### config.mk
export PLATFORM = sky130hd
export DESIGN_NAME = dma_to_mem_bridge
export DESIGN_NICKNAME = d
export VERILOG_FILES = /design/src/dma_pkg.sv /design/src/dma_cmd_builder.sv /design/src/dma_resp_serializer.sv /design/src/dma_rr_arbiter.sv /design/src/dma_to_mem_bridge.sv /design/src/read_tag_fifo.sv /design/src/two_entry_fifo.sv
export SDC_FILE = /design/constraint.sdc
export NUM_CORES = 1
export LEC_CHECK = 0
export BUFFER_PORTS_ARGS = -buffer_cell sky130_fd_sc_hd__buf_2
export CAP_MARGIN = 20
export CORE_AREA = 2 2 235 237
export DETAILED_ROUTE_END_ITERATION = 12
export DIE_AREA = 0 0 237 239
export PLACE_DENSITY_LB_ADDON = 0.1
export RECOVER_POWER = 100
export SETUP_SLACK_MARGIN = 0.02
export SYNTH_ARGS = -nofsm -noshare
export SYNTH_HDL_FRONTEND = slang
export SYNTH_SLANG_ARGS = --single-unit
### constraint.sdc
create_clock -name clk_i -period 6.5 [get_ports clk_i]
set_input_delay 0.325 -clock clk_i [delete_from_list [all_inputs] [get_ports clk_i]]
set_output_delay 0.325 -clock clk_i [all_outputs]
set_load 0.1 [all_outputs]
### src/dma_pkg.sv
`default_nettype none

package dma_pkg;

  // Cache side geometry
  localparam int NUM_CACHES = 2;
  localparam int CACHE_IDX_W = 1;
  localparam int WORD_W = 32;
  localparam int BLOCK_WORDS = 4;
  localparam int BLOCK_OFFSET_W = 4;
  localparam int CACHE_ADDR_W = 12;

  // Cache index is inserted above the block offset
  localparam int MEM_ADDR_W = CACHE_ADDR_W + CACHE_IDX_W;

  // Outstanding read bookkeeping
  localparam int TAG_FIFO_DEPTH = 8;
  localparam int TAG_PTR_W = $clog2(TAG_FIFO_DEPTH);
  localparam int TAG_CNT_W = TAG_PTR_W + 1;
  localparam logic [TAG_CNT_W-1:0] TAG_FULL = TAG_CNT_W'(TAG_FIFO_DEPTH);

  localparam int WORD_CNT_W = $clog2(BLOCK_WORDS);

  typedef logic [CACHE_IDX_W-1:0] cache_idx_t;
  typedef logic [WORD_CNT_W-1:0] word_cnt_t;

  localparam word_cnt_t LAST_WORD = word_cnt_t'(BLOCK_WORDS - 1);

  typedef enum logic {
    MEM_RD = 1'b0,
    MEM_WB = 1'b1
  } mem_msg_e;

  typedef struct packed {
    logic                    write_not_read;
    logic [CACHE_ADDR_W-1:0] addr;
  } dma_pkt_s;

  // Word 0 of the block sits in the lowest bits
  typedef struct packed {
    mem_msg_e                           msg_type;
    logic [MEM_ADDR_W-1:0]              addr;
    logic [BLOCK_WORDS-1:0][WORD_W-1:0] data;
  } mem_msg_s;

  localparam int DMA_PKT_W = $bits(dma_pkt_s);
  localparam int MEM_MSG_W = $bits(mem_msg_s);

endpackage

`default_nettype wire

### src/dma_cmd_builder.sv
`default_nettype none

module dma_cmd_builder
(
  input  logic                                                   clk_i,
  input  logic                                                   reset_i,
  input  dma_pkg::dma_pkt_s                                      pkt_i,
  input  logic                                                   pkt_v_i,
  input  dma_pkg::cache_idx_t                                    idx_i,
  input  logic                                                   tag_ready_i,
  output logic                                                   pkt_yumi_o,
  output logic                                                   tag_v_o,
  input  logic [dma_pkg::NUM_CACHES-1:0][dma_pkg::WORD_W-1:0]    dma_data_i,
  input  logic [dma_pkg::NUM_CACHES-1:0]                         dma_data_v_i,
  output logic [dma_pkg::NUM_CACHES-1:0]                         dma_data_yumi_o,
  output dma_pkg::mem_msg_s                                      mem_cmd_o,
  output logic                                                   mem_cmd_v_o,
  input  logic                                                   mem_cmd_yumi_i
);

  typedef enum logic [1:0] {
    RESET,
    READY,
    SEND_DATA,
    SEND
  } state_e;

  state_e                                              state_r;
  dma_pkg::word_cnt_t                                  count_r;
  dma_pkg::dma_pkt_s                                   pkt_r;
  dma_pkg::cache_idx_t                                 idx_r;
  logic [dma_pkg::BLOCK_WORDS-1:0][dma_pkg::WORD_W-1:0] block_r;

  logic [dma_pkg::WORD_W-1:0] data_word;
  logic                       data_v;
  logic                       data_yumi;

  // Packet is taken only if a read could also book its tag
  assign pkt_yumi_o  = (state_r == READY) && pkt_v_i && tag_ready_i;
  assign tag_v_o     = pkt_yumi_o && !pkt_i.write_not_read;
  assign mem_cmd_v_o = (state_r == SEND);

  // Write words come from the cache that won the packet
  assign data_word = dma_data_i[idx_r];
  assign data_v    = dma_data_v_i[idx_r];
  assign data_yumi = (state_r == SEND_DATA) && data_v;

  always_comb
  begin
    dma_data_yumi_o        = '0;
    dma_data_yumi_o[idx_r] = data_yumi;
  end

  assign mem_cmd_o.msg_type = pkt_r.write_not_read ? dma_pkg::MEM_WB : dma_pkg::MEM_RD;
  assign mem_cmd_o.addr     = {pkt_r.addr[dma_pkg::CACHE_ADDR_W-1:dma_pkg::BLOCK_OFFSET_W],
                               idx_r,
                               pkt_r.addr[dma_pkg::BLOCK_OFFSET_W-1:0]};
  assign mem_cmd_o.data     = pkt_r.write_not_read ? block_r : '0;

  always_ff @(posedge clk_i)
  begin
    if (reset_i)
    begin
      state_r <= RESET;
      count_r <= '0;
      pkt_r   <= '0;
      idx_r   <= '0;
    end
    else
    begin
      case (state_r)
        RESET:
          state_r <= READY;
        READY:
          if (pkt_yumi_o)
          begin
            pkt_r   <= pkt_i;
            idx_r   <= idx_i;
            state_r <= pkt_i.write_not_read ? SEND_DATA : SEND;
          end
        SEND_DATA:
          if (data_yumi)
          begin
            count_r <= count_r + 1'b1;
            if (count_r == dma_pkg::LAST_WORD)
            begin
              count_r <= '0;
              state_r <= SEND;
            end
          end
        SEND:
          if (mem_cmd_yumi_i)
            state_r <= READY;
        default:
          state_r <= RESET;
      endcase
    end
  end

  // Word k of the block is the k-th accepted word
  always_ff @(posedge clk_i)
  begin
    if (data_yumi)
      block_r[count_r] <= data_word;
  end

  a_cmd_stable: assert property (@(posedge clk_i) disable iff (reset_i)
    (mem_cmd_v_o && !mem_cmd_yumi_i) |=> (mem_cmd_v_o && $stable(mem_cmd_o)))
    else $error("dma_cmd_builder: memory command changed before yumi");

endmodule

`default_nettype wire

### src/dma_resp_serializer.sv
`default_nettype none

module dma_resp_serializer
(
  input  logic                                                clk_i,
  input  logic                                                reset_i,
  input  dma_pkg::mem_msg_s                                   mem_resp_i,
  input  logic                                                mem_resp_v_i,
  output logic                                                mem_resp_ready_o,
  input  dma_pkg::cache_idx_t                                 tag_i,
  input  logic                                                tag_v_i,
  output logic                                                tag_yumi_o,
  output logic [dma_pkg::NUM_CACHES-1:0][dma_pkg::WORD_W-1:0] dma_data_o,
  output logic [dma_pkg::NUM_CACHES-1:0]                      dma_data_v_o,
  input  logic [dma_pkg::NUM_CACHES-1:0]                      dma_data_ready_i
);

  dma_pkg::mem_msg_s resp_head;
  logic              resp_v;
  logic              resp_yumi;
  logic              load;
  logic              move;

  logic [dma_pkg::BLOCK_WORDS-1:0][dma_pkg::WORD_W-1:0] shift_r;
  logic                                                 busy_r;
  dma_pkg::word_cnt_t                                   count_r;

  two_entry_fifo
  #(
    .WIDTH (dma_pkg::MEM_MSG_W)
  ) i_resp_fifo
  (
    .clk_i   (clk_i),
    .reset_i (reset_i),
    .data_i  (mem_resp_i),
    .v_i     (mem_resp_v_i & mem_resp_ready_o),
    .ready_o (mem_resp_ready_o),
    .data_o  (resp_head),
    .v_o     (resp_v),
    .yumi_i  (resp_yumi)
  );

  // Write-back acks are dropped while read blocks wait for an idle shifter
  assign load      = resp_v && (resp_head.msg_type == dma_pkg::MEM_RD) && !busy_r;
  assign resp_yumi = resp_v && ((resp_head.msg_type == dma_pkg::MEM_WB) || load);

  assign move       = busy_r && dma_data_ready_i[tag_i];
  assign tag_yumi_o = move && (count_r == dma_pkg::LAST_WORD);

  always_comb
  begin
    dma_data_o          = '0;
    dma_data_v_o        = '0;
    dma_data_o[tag_i]   = shift_r[0];
    dma_data_v_o[tag_i] = busy_r;
  end

  always_ff @(posedge clk_i)
  begin
    if (reset_i)
    begin
      busy_r  <= 1'b0;
      count_r <= '0;
    end
    else if (load)
      busy_r <= 1'b1;
    else if (move)
    begin
      count_r <= count_r + 1'b1;
      if (count_r == dma_pkg::LAST_WORD)
      begin
        count_r <= '0;
        busy_r  <= 1'b0;
      end
    end
  end

  // Word 0 leaves first
  always_ff @(posedge clk_i)
  begin
    if (load)
      shift_r <= resp_head.data;
    else if (move)
      shift_r <= shift_r >> dma_pkg::WORD_W;
  end

  a_data_has_tag: assert property (@(posedge clk_i) disable iff (reset_i)
    busy_r |-> tag_v_i)
    else $error("dma_resp_serializer: read data with no outstanding tag");

endmodule

`default_nettype wire

### src/dma_rr_arbiter.sv
`default_nettype none

module dma_rr_arbiter
(
  input  logic                                          clk_i,
  input  logic                                          reset_i,
  input  dma_pkg::dma_pkt_s [dma_pkg::NUM_CACHES-1:0]   pkt_i,
  input  logic [dma_pkg::NUM_CACHES-1:0]                pkt_v_i,
  output logic [dma_pkg::NUM_CACHES-1:0]                pkt_yumi_o,
  output dma_pkg::dma_pkt_s                             pkt_o,
  output logic                                          pkt_v_o,
  output dma_pkg::cache_idx_t                           idx_o,
  input  logic                                          pkt_yumi_i
);

  // Index of the most recent grant
  dma_pkg::cache_idx_t last_r;
  dma_pkg::cache_idx_t pick;
  logic                found;

  // Scan starts at the cache just after the last grant
  always_comb
  begin
    dma_pkg::cache_idx_t cand;
    found = 1'b0;
    pick  = last_r;
    cand  = last_r;
    for (int k = 1; k <= dma_pkg::NUM_CACHES; k++)
    begin
      cand = dma_pkg::cache_idx_t'((int'(last_r) + k) % dma_pkg::NUM_CACHES);
      if (!found && pkt_v_i[cand])
      begin
        found = 1'b1;
        pick  = cand;
      end
    end
  end

  assign pkt_v_o = found;
  assign idx_o   = pick;
  assign pkt_o   = pkt_i[pick];

  always_comb
  begin
    pkt_yumi_o       = '0;
    pkt_yumi_o[pick] = pkt_yumi_i;
  end

  always_ff @(posedge clk_i)
  begin
    if (reset_i)
      last_r <= dma_pkg::cache_idx_t'(dma_pkg::NUM_CACHES - 1);
    else if (pkt_yumi_i)
      last_r <= pick;
  end

  a_grant_onehot: assert property (@(posedge clk_i) disable iff (reset_i)
    pkt_yumi_i |-> $onehot(pkt_yumi_o & pkt_v_i))
    else $error("dma_rr_arbiter: bad grant 0x%0h", pkt_yumi_o);

endmodule

`default_nettype wire

### src/dma_to_mem_bridge.sv
`default_nettype none

module dma_to_mem_bridge
(
  input  logic                                                clk_i,
  input  logic                                                reset_i,
  input  dma_pkg::dma_pkt_s [dma_pkg::NUM_CACHES-1:0]         dma_pkt_i,
  input  logic [dma_pkg::NUM_CACHES-1:0]                      dma_pkt_v_i,
  output logic [dma_pkg::NUM_CACHES-1:0]                      dma_pkt_yumi_o,
  input  logic [dma_pkg::NUM_CACHES-1:0][dma_pkg::WORD_W-1:0] dma_data_i,
  input  logic [dma_pkg::NUM_CACHES-1:0]                      dma_data_v_i,
  output logic [dma_pkg::NUM_CACHES-1:0]                      dma_data_yumi_o,
  output logic [dma_pkg::NUM_CACHES-1:0][dma_pkg::WORD_W-1:0] dma_data_o,
  output logic [dma_pkg::NUM_CACHES-1:0]                      dma_data_v_o,
  input  logic [dma_pkg::NUM_CACHES-1:0]                      dma_data_ready_i,
  output dma_pkg::mem_msg_s                                   mem_cmd_o,
  output logic                                                mem_cmd_v_o,
  input  logic                                                mem_cmd_yumi_i,
  input  dma_pkg::mem_msg_s                                   mem_resp_i,
  input  logic                                                mem_resp_v_i,
  output logic                                                mem_resp_ready_o
);

  dma_pkg::dma_pkt_s [dma_pkg::NUM_CACHES-1:0] pkt_q;
  logic [dma_pkg::NUM_CACHES-1:0]              pkt_q_v;
  logic [dma_pkg::NUM_CACHES-1:0]              pkt_q_ready;
  logic [dma_pkg::NUM_CACHES-1:0]              pkt_q_yumi;

  dma_pkg::dma_pkt_s   arb_pkt;
  logic                arb_v;
  dma_pkg::cache_idx_t arb_idx;
  logic                arb_yumi;

  logic                tag_push;
  logic                tag_ready;
  dma_pkg::cache_idx_t tag_head;
  logic                tag_v;
  logic                tag_pop;

  assign dma_pkt_yumi_o = dma_pkt_v_i & pkt_q_ready;

  // Two entries keep a write's data right behind its packet
  for (genvar i = 0; i < dma_pkg::NUM_CACHES; i++)
  begin : g_pkt_fifo
    two_entry_fifo
    #(
      .WIDTH (dma_pkg::DMA_PKT_W)
    ) i_pkt_fifo
    (
      .clk_i   (clk_i),
      .reset_i (reset_i),
      .data_i  (dma_pkt_i[i]),
      .v_i     (dma_pkt_yumi_o[i]),
      .ready_o (pkt_q_ready[i]),
      .data_o  (pkt_q[i]),
      .v_o     (pkt_q_v[i]),
      .yumi_i  (pkt_q_yumi[i])
    );
  end

  dma_rr_arbiter i_arbiter
  (
    .clk_i      (clk_i),
    .reset_i    (reset_i),
    .pkt_i      (pkt_q),
    .pkt_v_i    (pkt_q_v),
    .pkt_yumi_o (pkt_q_yumi),
    .pkt_o      (arb_pkt),
    .pkt_v_o    (arb_v),
    .idx_o      (arb_idx),
    .pkt_yumi_i (arb_yumi)
  );

  read_tag_fifo i_tag_fifo
  (
    .clk_i   (clk_i),
    .reset_i (reset_i),
    .idx_i   (arb_idx),
    .v_i     (tag_push),
    .ready_o (tag_ready),
    .idx_o   (tag_head),
    .v_o     (tag_v),
    .yumi_i  (tag_pop)
  );

  dma_cmd_builder i_cmd_builder
  (
    .clk_i           (clk_i),
    .reset_i         (reset_i),
    .pkt_i           (arb_pkt),
    .pkt_v_i         (arb_v),
    .idx_i           (arb_idx),
    .tag_ready_i     (tag_ready),
    .pkt_yumi_o      (arb_yumi),
    .tag_v_o         (tag_push),
    .dma_data_i      (dma_data_i),
    .dma_data_v_i    (dma_data_v_i),
    .dma_data_yumi_o (dma_data_yumi_o),
    .mem_cmd_o       (mem_cmd_o),
    .mem_cmd_v_o     (mem_cmd_v_o),
    .mem_cmd_yumi_i  (mem_cmd_yumi_i)
  );

  dma_resp_serializer i_resp_serializer
  (
    .clk_i            (clk_i),
    .reset_i          (reset_i),
    .mem_resp_i       (mem_resp_i),
    .mem_resp_v_i     (mem_resp_v_i),
    .mem_resp_ready_o (mem_resp_ready_o),
    .tag_i            (tag_head),
    .tag_v_i          (tag_v),
    .tag_yumi_o       (tag_pop),
    .dma_data_o       (dma_data_o),
    .dma_data_v_o     (dma_data_v_o),
    .dma_data_ready_i (dma_data_ready_i)
  );

endmodule

`default_nettype wire

### src/read_tag_fifo.sv
`default_nettype none

module read_tag_fifo
(
  input  logic                clk_i,
  input  logic                reset_i,
  input  dma_pkg::cache_idx_t idx_i,
  input  logic                v_i,
  output logic                ready_o,
  output dma_pkg::cache_idx_t idx_o,
  output logic                v_o,
  input  logic                yumi_i
);

  dma_pkg::cache_idx_t              mem_r [dma_pkg::TAG_FIFO_DEPTH];
  logic [dma_pkg::TAG_PTR_W-1:0]    wr_ptr_r;
  logic [dma_pkg::TAG_PTR_W-1:0]    rd_ptr_r;
  logic [dma_pkg::TAG_CNT_W-1:0]    count_r;

  assign ready_o = (count_r != dma_pkg::TAG_FULL);
  assign v_o     = (count_r != '0);
  assign idx_o   = mem_r[rd_ptr_r];

  // Pointers wrap on their own since the depth is a power of two
  always_ff @(posedge clk_i)
  begin
    if (reset_i)
    begin
      wr_ptr_r <= '0;
      rd_ptr_r <= '0;
      count_r  <= '0;
    end
    else
    begin
      if (v_i)
        wr_ptr_r <= wr_ptr_r + 1'b1;
      if (yumi_i)
        rd_ptr_r <= rd_ptr_r + 1'b1;
      if (v_i && !yumi_i)
        count_r <= count_r + 1'b1;
      else if (yumi_i && !v_i)
        count_r <= count_r - 1'b1;
    end
  end

  always_ff @(posedge clk_i)
  begin
    if (v_i)
      mem_r[wr_ptr_r] <= idx_i;
  end

  a_no_pop_when_empty: assert property (@(posedge clk_i) disable iff (reset_i)
    yumi_i |-> v_o)
    else $error("read_tag_fifo: pop while empty");

endmodule

`default_nettype wire

### src/two_entry_fifo.sv
`default_nettype none

module two_entry_fifo
#(
  parameter int WIDTH = 8
)
(
  input  logic             clk_i,
  input  logic             reset_i,
  input  logic [WIDTH-1:0] data_i,
  input  logic             v_i,
  output logic             ready_o,
  output logic [WIDTH-1:0] data_o,
  output logic             v_o,
  input  logic             yumi_i
);

  logic [WIDTH-1:0] mem_r [2];
  logic             wr_ptr_r;
  logic             rd_ptr_r;
  logic             full_r;
  logic             empty_r;

  assign ready_o = ~full_r;
  assign v_o     = ~empty_r;
  assign data_o  = mem_r[rd_ptr_r];

  always_ff @(posedge clk_i)
  begin
    if (reset_i)
    begin
      wr_ptr_r <= 1'b0;
      rd_ptr_r <= 1'b0;
      full_r   <= 1'b0;
      empty_r  <= 1'b1;
    end
    else
    begin
      if (v_i)
        wr_ptr_r <= ~wr_ptr_r;
      if (yumi_i)
        rd_ptr_r <= ~rd_ptr_r;
      // Occupancy only changes when exactly one side moves
      if (v_i && !yumi_i)
      begin
        empty_r <= 1'b0;
        full_r  <= (~wr_ptr_r == rd_ptr_r);
      end
      else if (yumi_i && !v_i)
      begin
        full_r  <= 1'b0;
        empty_r <= (~rd_ptr_r == wr_ptr_r);
      end
    end
  end

  always_ff @(posedge clk_i)
  begin
    if (v_i)
      mem_r[wr_ptr_r] <= data_i;
  end

  a_no_write_when_full: assert property (@(posedge clk_i) disable iff (reset_i)
    v_i |-> !full_r)
    else $error("two_entry_fifo: write while full");

  a_no_pop_when_empty: assert property (@(posedge clk_i) disable iff (reset_i)
    yumi_i |-> !empty_r)
    else $error("two_entry_fifo: yumi without valid");

endmodule

`default_nettype wire
After elaboration in Yosys (flattened, before gate mapping)
Memories as Yosys holds them, arrays and structs flattened. A register that Yosys moved wholly into a read port is not among the register bits.
Index checks and enable logic that the tools add are counted.
- reductions and logical operators: 46
- mux-type cells: 72
- add/sub/neg operators: 8
- order comparisons: 10
- equal/unequal tests: 16
- bitwise gates (word level): 20
- operators with widths (operator ; count):
    128-bit two-way mux ; 3
    128-bit bitwise mux ; 1
    32-bit two-way mux ; 4
    64-bit AND ; 1
    32-bit demux with 2-bit select ; 1
    1-bit two-way mux ; 46
    32-bit demux with 1-bit select ; 1
    13-bit two-way mux ; 2
    1-bit logical AND ; 22
    1-bit inverter ; 14
    2-bit two-way mux ; 6
    2-bit nonzero test ; 6
    1-bit zero test ; 11
    1-bit by 2-bit < comparator with 1-bit output, second input constant ; 5
    2-bit AND ; 4
    2-bit equality test, second input constant ; 4
    4-bit two-way mux ; 2
    2-bit one-hot mux with 4 select lines ; 1
    2-bit AND reduction ; 4
    3-bit by 1-bit adder with 3-bit output, second input constant ; 2
    1-bit equality test ; 6
    3-bit two-way mux ; 2
    2-bit by 1-bit adder with 2-bit output, second input constant ; 2
    4-bit by 1-bit adder with 4-bit output, second input constant ; 1
    other kinds (14) ; 21
- memory bits (writable): 344
- input bits: 242
- memories: 4
- register bits after elaboration: 300
- output and inout port bits: 214
- logic and storage cells: 207
- memories (name ; depth ; bits a word ; rd ports ; clocked after Yosys merged registers in ; write ports ; RTL line ; text):
    i_resp_serializer.i_resp_fifo.mem_r ; 2 ; 142 ; 1 ; 1 ; 1 ; two_entry_fifo.sv:18 ; logic [WIDTH-1:0] mem_r [2];
    g_pkt_fifo[0].i_pkt_fifo.mem_r ; 2 ; 13 ; 1 ; 1 ; 1 ; two_entry_fifo.sv:18 ;
    g_pkt_fifo[1].i_pkt_fifo.mem_r ; 2 ; 13 ; 1 ; 1 ; 1 ; two_entry_fifo.sv:18 ;
    i_tag_fifo.mem_r ; 8 ; 1 ; 1 ; 1 ; 1 ; read_tag_fifo.sv:15 ; dma_pkg::cache_idx_t mem_r [dma_pkg::TAG_FIFO_DEPTH];

Longest topological paths before layout
- word-level depth: 15
- gate-level depth with buffers: 14
- mapped depth without buffers: 13

Hierarchy
Synthesis repeated with hierarchy kept, for this count alone.
- cell total of the unflattened synthesis: 1467
- area, all modules: 26107.5 um^2
- modules (own cells, without submodules) (module ; cells an instance ; times used ; sequential area each (um^2) ; area an instance (um^2)):
    two_entry_fifo (i_resp_serializer.i_resp_fifo) ; 464 ; 1 ; 8628.3 ; 10775.3
    dma_cmd_builder ; 409 ; 1 ; 4204.0 ; 5915.7
    dma_resp_serializer ; 363 ; 1 ; 3903.7 ; 5826.8
    two_entry_fifo (g_pkt_fifo[0].i_pkt_fifo ...) ; 62 ; 2 ; 880.8 ; 1192.4
    read_tag_fifo ; 81 ; 1 ; 500.5 ; 920.9
    dma_rr_arbiter ; 24 ; 1 ; 20.0 ; 271.5
    dma_to_mem_bridge ; 2 ; 1 ; 0.0 ; 12.5

Worst setup path after synthesis
Ideal clock, no wire load.
- kind: input to register
- from: in mem_resp_v_i
- to: mem i_resp_serializer.i_resp_fifo.mem_r[0][0] in the netlist's numbering, enable pin
- cell stages on the path: 2
- path buffers: 0
- setup time: 634 ps
- slack: -410 ps
- arrival: 6276 ps
- required time: 5866 ps
- path through: nor2b_1 nor2b_1
- cells in the longest elaborated chain, start to end: 3
- ends and longest elaborated chain (item ; RTL line ; text):
    start: declaration ; dma_to_mem_bridge.sv:20 ; input logic mem_resp_v_i,
    1-bit AND ; dma_resp_serializer.sv:36 ; .v_i (mem_resp_v_i & mem_resp_ready_o),
    1-bit two-way mux ; two_entry_fifo.sv:59 ; if (v_i)
    1-bit two-way mux (not written as such) ; two_entry_fifo.sv:60 ; mem_r[wr_ptr_r] <= data_i;
    end: declaration ; two_entry_fifo.sv:18 ;
No other way between the ends.

Final worst setup path
- from: reg i_resp_serializer.i_resp_fifo.full_r
- to: mem i_resp_serializer.i_resp_fifo.mem_r[1][64] in the netlist's numbering, enable pin
- cells in the longest elaborated chain, start to end: 4
- ends and longest elaborated chain (item ; RTL line ; text):
    start: declaration ; two_entry_fifo.sv:21 ; logic full_r;
    start signal: assignment ; two_entry_fifo.sv:47 ; full_r <= (~wr_ptr_r == rd_ptr_r);
    1-bit inverter ; two_entry_fifo.sv:24 ; assign ready_o = ~full_r;
    1-bit AND ; dma_resp_serializer.sv:36 ;
    named net i_resp_serializer.i_resp_fifo.v_i ; two_entry_fifo.sv:11 ; input logic v_i,
    1-bit two-way mux ; two_entry_fifo.sv:59 ;
    1-bit two-way mux (not written as such) ; two_entry_fifo.sv:60 ;
The timed path passes the listed nets, and every way through them passes these cells.

==> flow_summary.ini <==
[worst_setup_path]
critical_path_class = register to register
required_ns = 6.69
cp-start-kind = register
arrival_ns = 4.81
critPathMaxFanout = 44
end_kind = register

[synthesis]
ys_async_sr_fraction_pct = 0
seq_area_frac_synth_pct = 75.7
synth_area_mm2 = 0.0241
synthTopCellsByArea = edfxtp_1 72%, mux2i_1 6.1%, and2_1 5.3%, dfxtp_1 4.2%, o21ai_0 2.1%
syn-instance-count = 1534
yosysTopAreaCellShare_pct = 71.5
synth_cell_types = 39
ys.flop_type = edfxtp_1
synth_edf_count = 574
yosys.area.top_type = edfxtp_1
avgSynthCellArea_um2 = 15.7
ys_ff_latch = 624
synth_warnings = 0
syn_nets = 1793

[routing]
drtAntennaViolNets = 0
drtPass1Iterations = 5
drc = 0
drt-vias-per-instance = 4.81
drt_iter0_drc = 884
drt_wl_total_um = 52400
wl_per_cell_um = 18.1
vias = 13922

[finish]
drive_gt1_share_pct = 11.8
fillers = 4596
fin_util_pct = 55.9
nets = 2394
syn2layout_area_growth_pct = 26.2

[clock_tree]
cts_resized = 0
cts.reportedPaths.clkPinSlew_ns = 0.06
cts_root_buf = clkbuf_16
clkSinkCount = 624
htreeDepth = 3
cts_buffers = 66
cts.path.max_buffers = 3
cts_tree = built
clock_latency_ns = 0.59

[floorplan]
start_util_pct = 44.3
rows = 86
die_w_um = 237
io_pins = 456
coreArea_mm2 = 0.0543
dieArea_mm2 = 0.0566
die_y_um = 239

[timing]
finalSetupTns_ns = 0
rsz0062_at_grt = false
setup_viol = 0
tightest_slew_ns = 3.68
post-route-min-period_ns = 4.62
slew_violations = 445
skew_ns = 0.0200
post-route-period-util_pct = 71.1
setup_slack_ns = 1.88
hold_viol = 0
hold_slack_ns = 0.105
slew_headroom_pct = -146
fmax_mhz = 216

[global_routing]
antenna_found_initial = 9
grt_pass1_wl_um = 79600
grt_start_max_net_pins = 131
first_global_vias = 14175
grt.overflow.total = 0
grtUsageTotal_pct = 18.2

[power_and_ir_drop]
power_mw = 13.1
peakVddDrop_v = 0.000316
p_leak_nw = 10.7
power_density_mw_per_mm2 = 431

[outcome]
outcome = finished with violations
violations = max-capacitance violations, max-slew violations

[flow_run]
drv_cap = 10

[place]
gp_congestion = 0.792
pre_cts_ws_ns = 2.96
numPortBuffers = 442
hpwl_um = 32800

[worst_hold_path]
hp-class = primary input to register
-- repair_timing --
item	in CTS	in global routing
setup endpoints to repair	0	0
hold buffers	155	0
hold endpoints to repair	310	0
buffers inserted	0	0
-- cell usage after synthesis, drive strengths merged (4+ instances only) --
cell / number
ha: 16
edfxtp: 574
o21ai: 102
a211oi: 4
xnor2: 10
nand2: 135
inv: 11
a21oi: 21
o211ai: 12
mux2: 47
buf: 13
dfxtp: 50
and2: 203
nor2: 69
nor2b: 9
mux2i: 149
nand2b: 4
nand3: 4
nor3: 5
xor2: 6
clkbuf: 69
-- layout make-up --
type / count / area [um^2] / area share (%)
timing repair buffer: 615 / 3510 / 11.5
multi-input combinational: 817 / 5500 / 18.1
inverter: 11 / 41.3 / 0.136
sequential: 624 / 18200 / 60.0
clock inverter: 34 / 427 / 1.40
clock buffer: 82 / 1800 / 5.91
tap: 704 / 881 / 2.90
antenna: 5 / 12.5 / 0.0412
-- placed cells by master, fill, tap and decap left out, types with 35 or more instances in the layout --
master / count
mux2_1: 35
o21ai_0: 102
clkbuf_1: 328
nand2_1: 134
clkbuf_16: 69
and2_1: 187
edfxtp_1: 574
nor2_1: 69
dfxtp_1: 49
buf_2: 127
mux2i_1: 149
dlygate4sd3_1: 155
-- path summary, 6_finish.rpt --
| kind | cells after the start | start | endpoint | slack, ns |
|---|---|---|---|---|
| worst max-delay path | 3 | i_resp_serializer.i_resp_fifo.full_r$_SDFFE_PP0P_ | i_resp_serializer.i_resp_fifo.mem_r[1][64]$_DFFE_PP_ | 1.88 |
| worst min-delay path | 2 | dma_data_i[26] | i_cmd_builder.block_r[122]$_DFFE_PP_ | 0.11 |
| worst max register to register | 3 | i_resp_serializer.i_resp_fifo.full_r$_SDFFE_PP0P_ | i_resp_serializer.i_resp_fifo.mem_r[1][64]$_DFFE_PP_ | 1.88 |
| worst min register to register | 2 | i_cmd_builder.mem_cmd_o[139]$_SDFFE_PP0P_ | i_cmd_builder.mem_cmd_o[139]$_SDFFE_PP0P_ | 0.45 |
-- cells by family (layout without fill, tap and decap cells) --
kind of cell / count (synthesis) / in the layout / synth area share, %
flip-flops: 624 / 624 / 75.7
AND/OR/NAND/NOR: 441 / 441 / 9.35
multiplexers: 198 / 198 / 8.69
AO/OA/AOI/OAI: 145 / 145 / 3.27
buffers and inverters: 93 / 742 / 1.51
adder cells (fa/ha/maj): 17 / 17 / 0.914
XOR/XNOR: 16 / 16 / 0.582
other: 0 / 5 / 0
-- per-layer routing --
metal | global-route usage, % | vias up | wire (um)
li1 | - | 6804 | -
met1 | 23.3 | 6665 | 22500
met2 | 30.8 | 366 | 25800
met3 | 3.83 | 81 | 2840
met4 | 6.33 | 6 | 1240
met5 | 0 | - | 32
-- sequential cells by signal, summed over array words and instances (netlist names), 3 cells and up, named ones only --
name and count:
g_pkt_fifo.i_pkt_fifo.mem_r 52, i_cmd_builder.block_r 128, i_cmd_builder.mem_cmd_o 12, i_resp_serializer.i_resp_fifo.mem_r 258, i_resp_serializer.shift_r 128, i_tag_fifo.count_r 4, i_tag_fifo.mem_r 8, i_tag_fifo.rd_ptr_r 3
i_tag_fifo.wr_ptr_r 3
-- critical path, cell delays in order, from the launching register on --
cell and delay (ns):
dfxtp_1 0.33, nor2b_1 0.28, and2_0 2.35, clkbuf_2 1.15
-- through the flow --
stage,cells,instance area (um^2)
4_1_cts,2884,30800
5_1_grt,2890,30400
2_1_floorplan,1534,24100
3_3_place_gp,2612,27000
6_report,2892,30400
3_5_place_dp,2613,27100
-- power by group --
part	internal [mW]	total [mW]	switching (mW)	leakage (nW)
sequential	5.22	5.48	0.259	5.74
clock	2.33	3.84	1.51	1.09
combinational	0.859	3.77	2.91	3.84
Note: power is estimated with default switching activity, not from simulation.
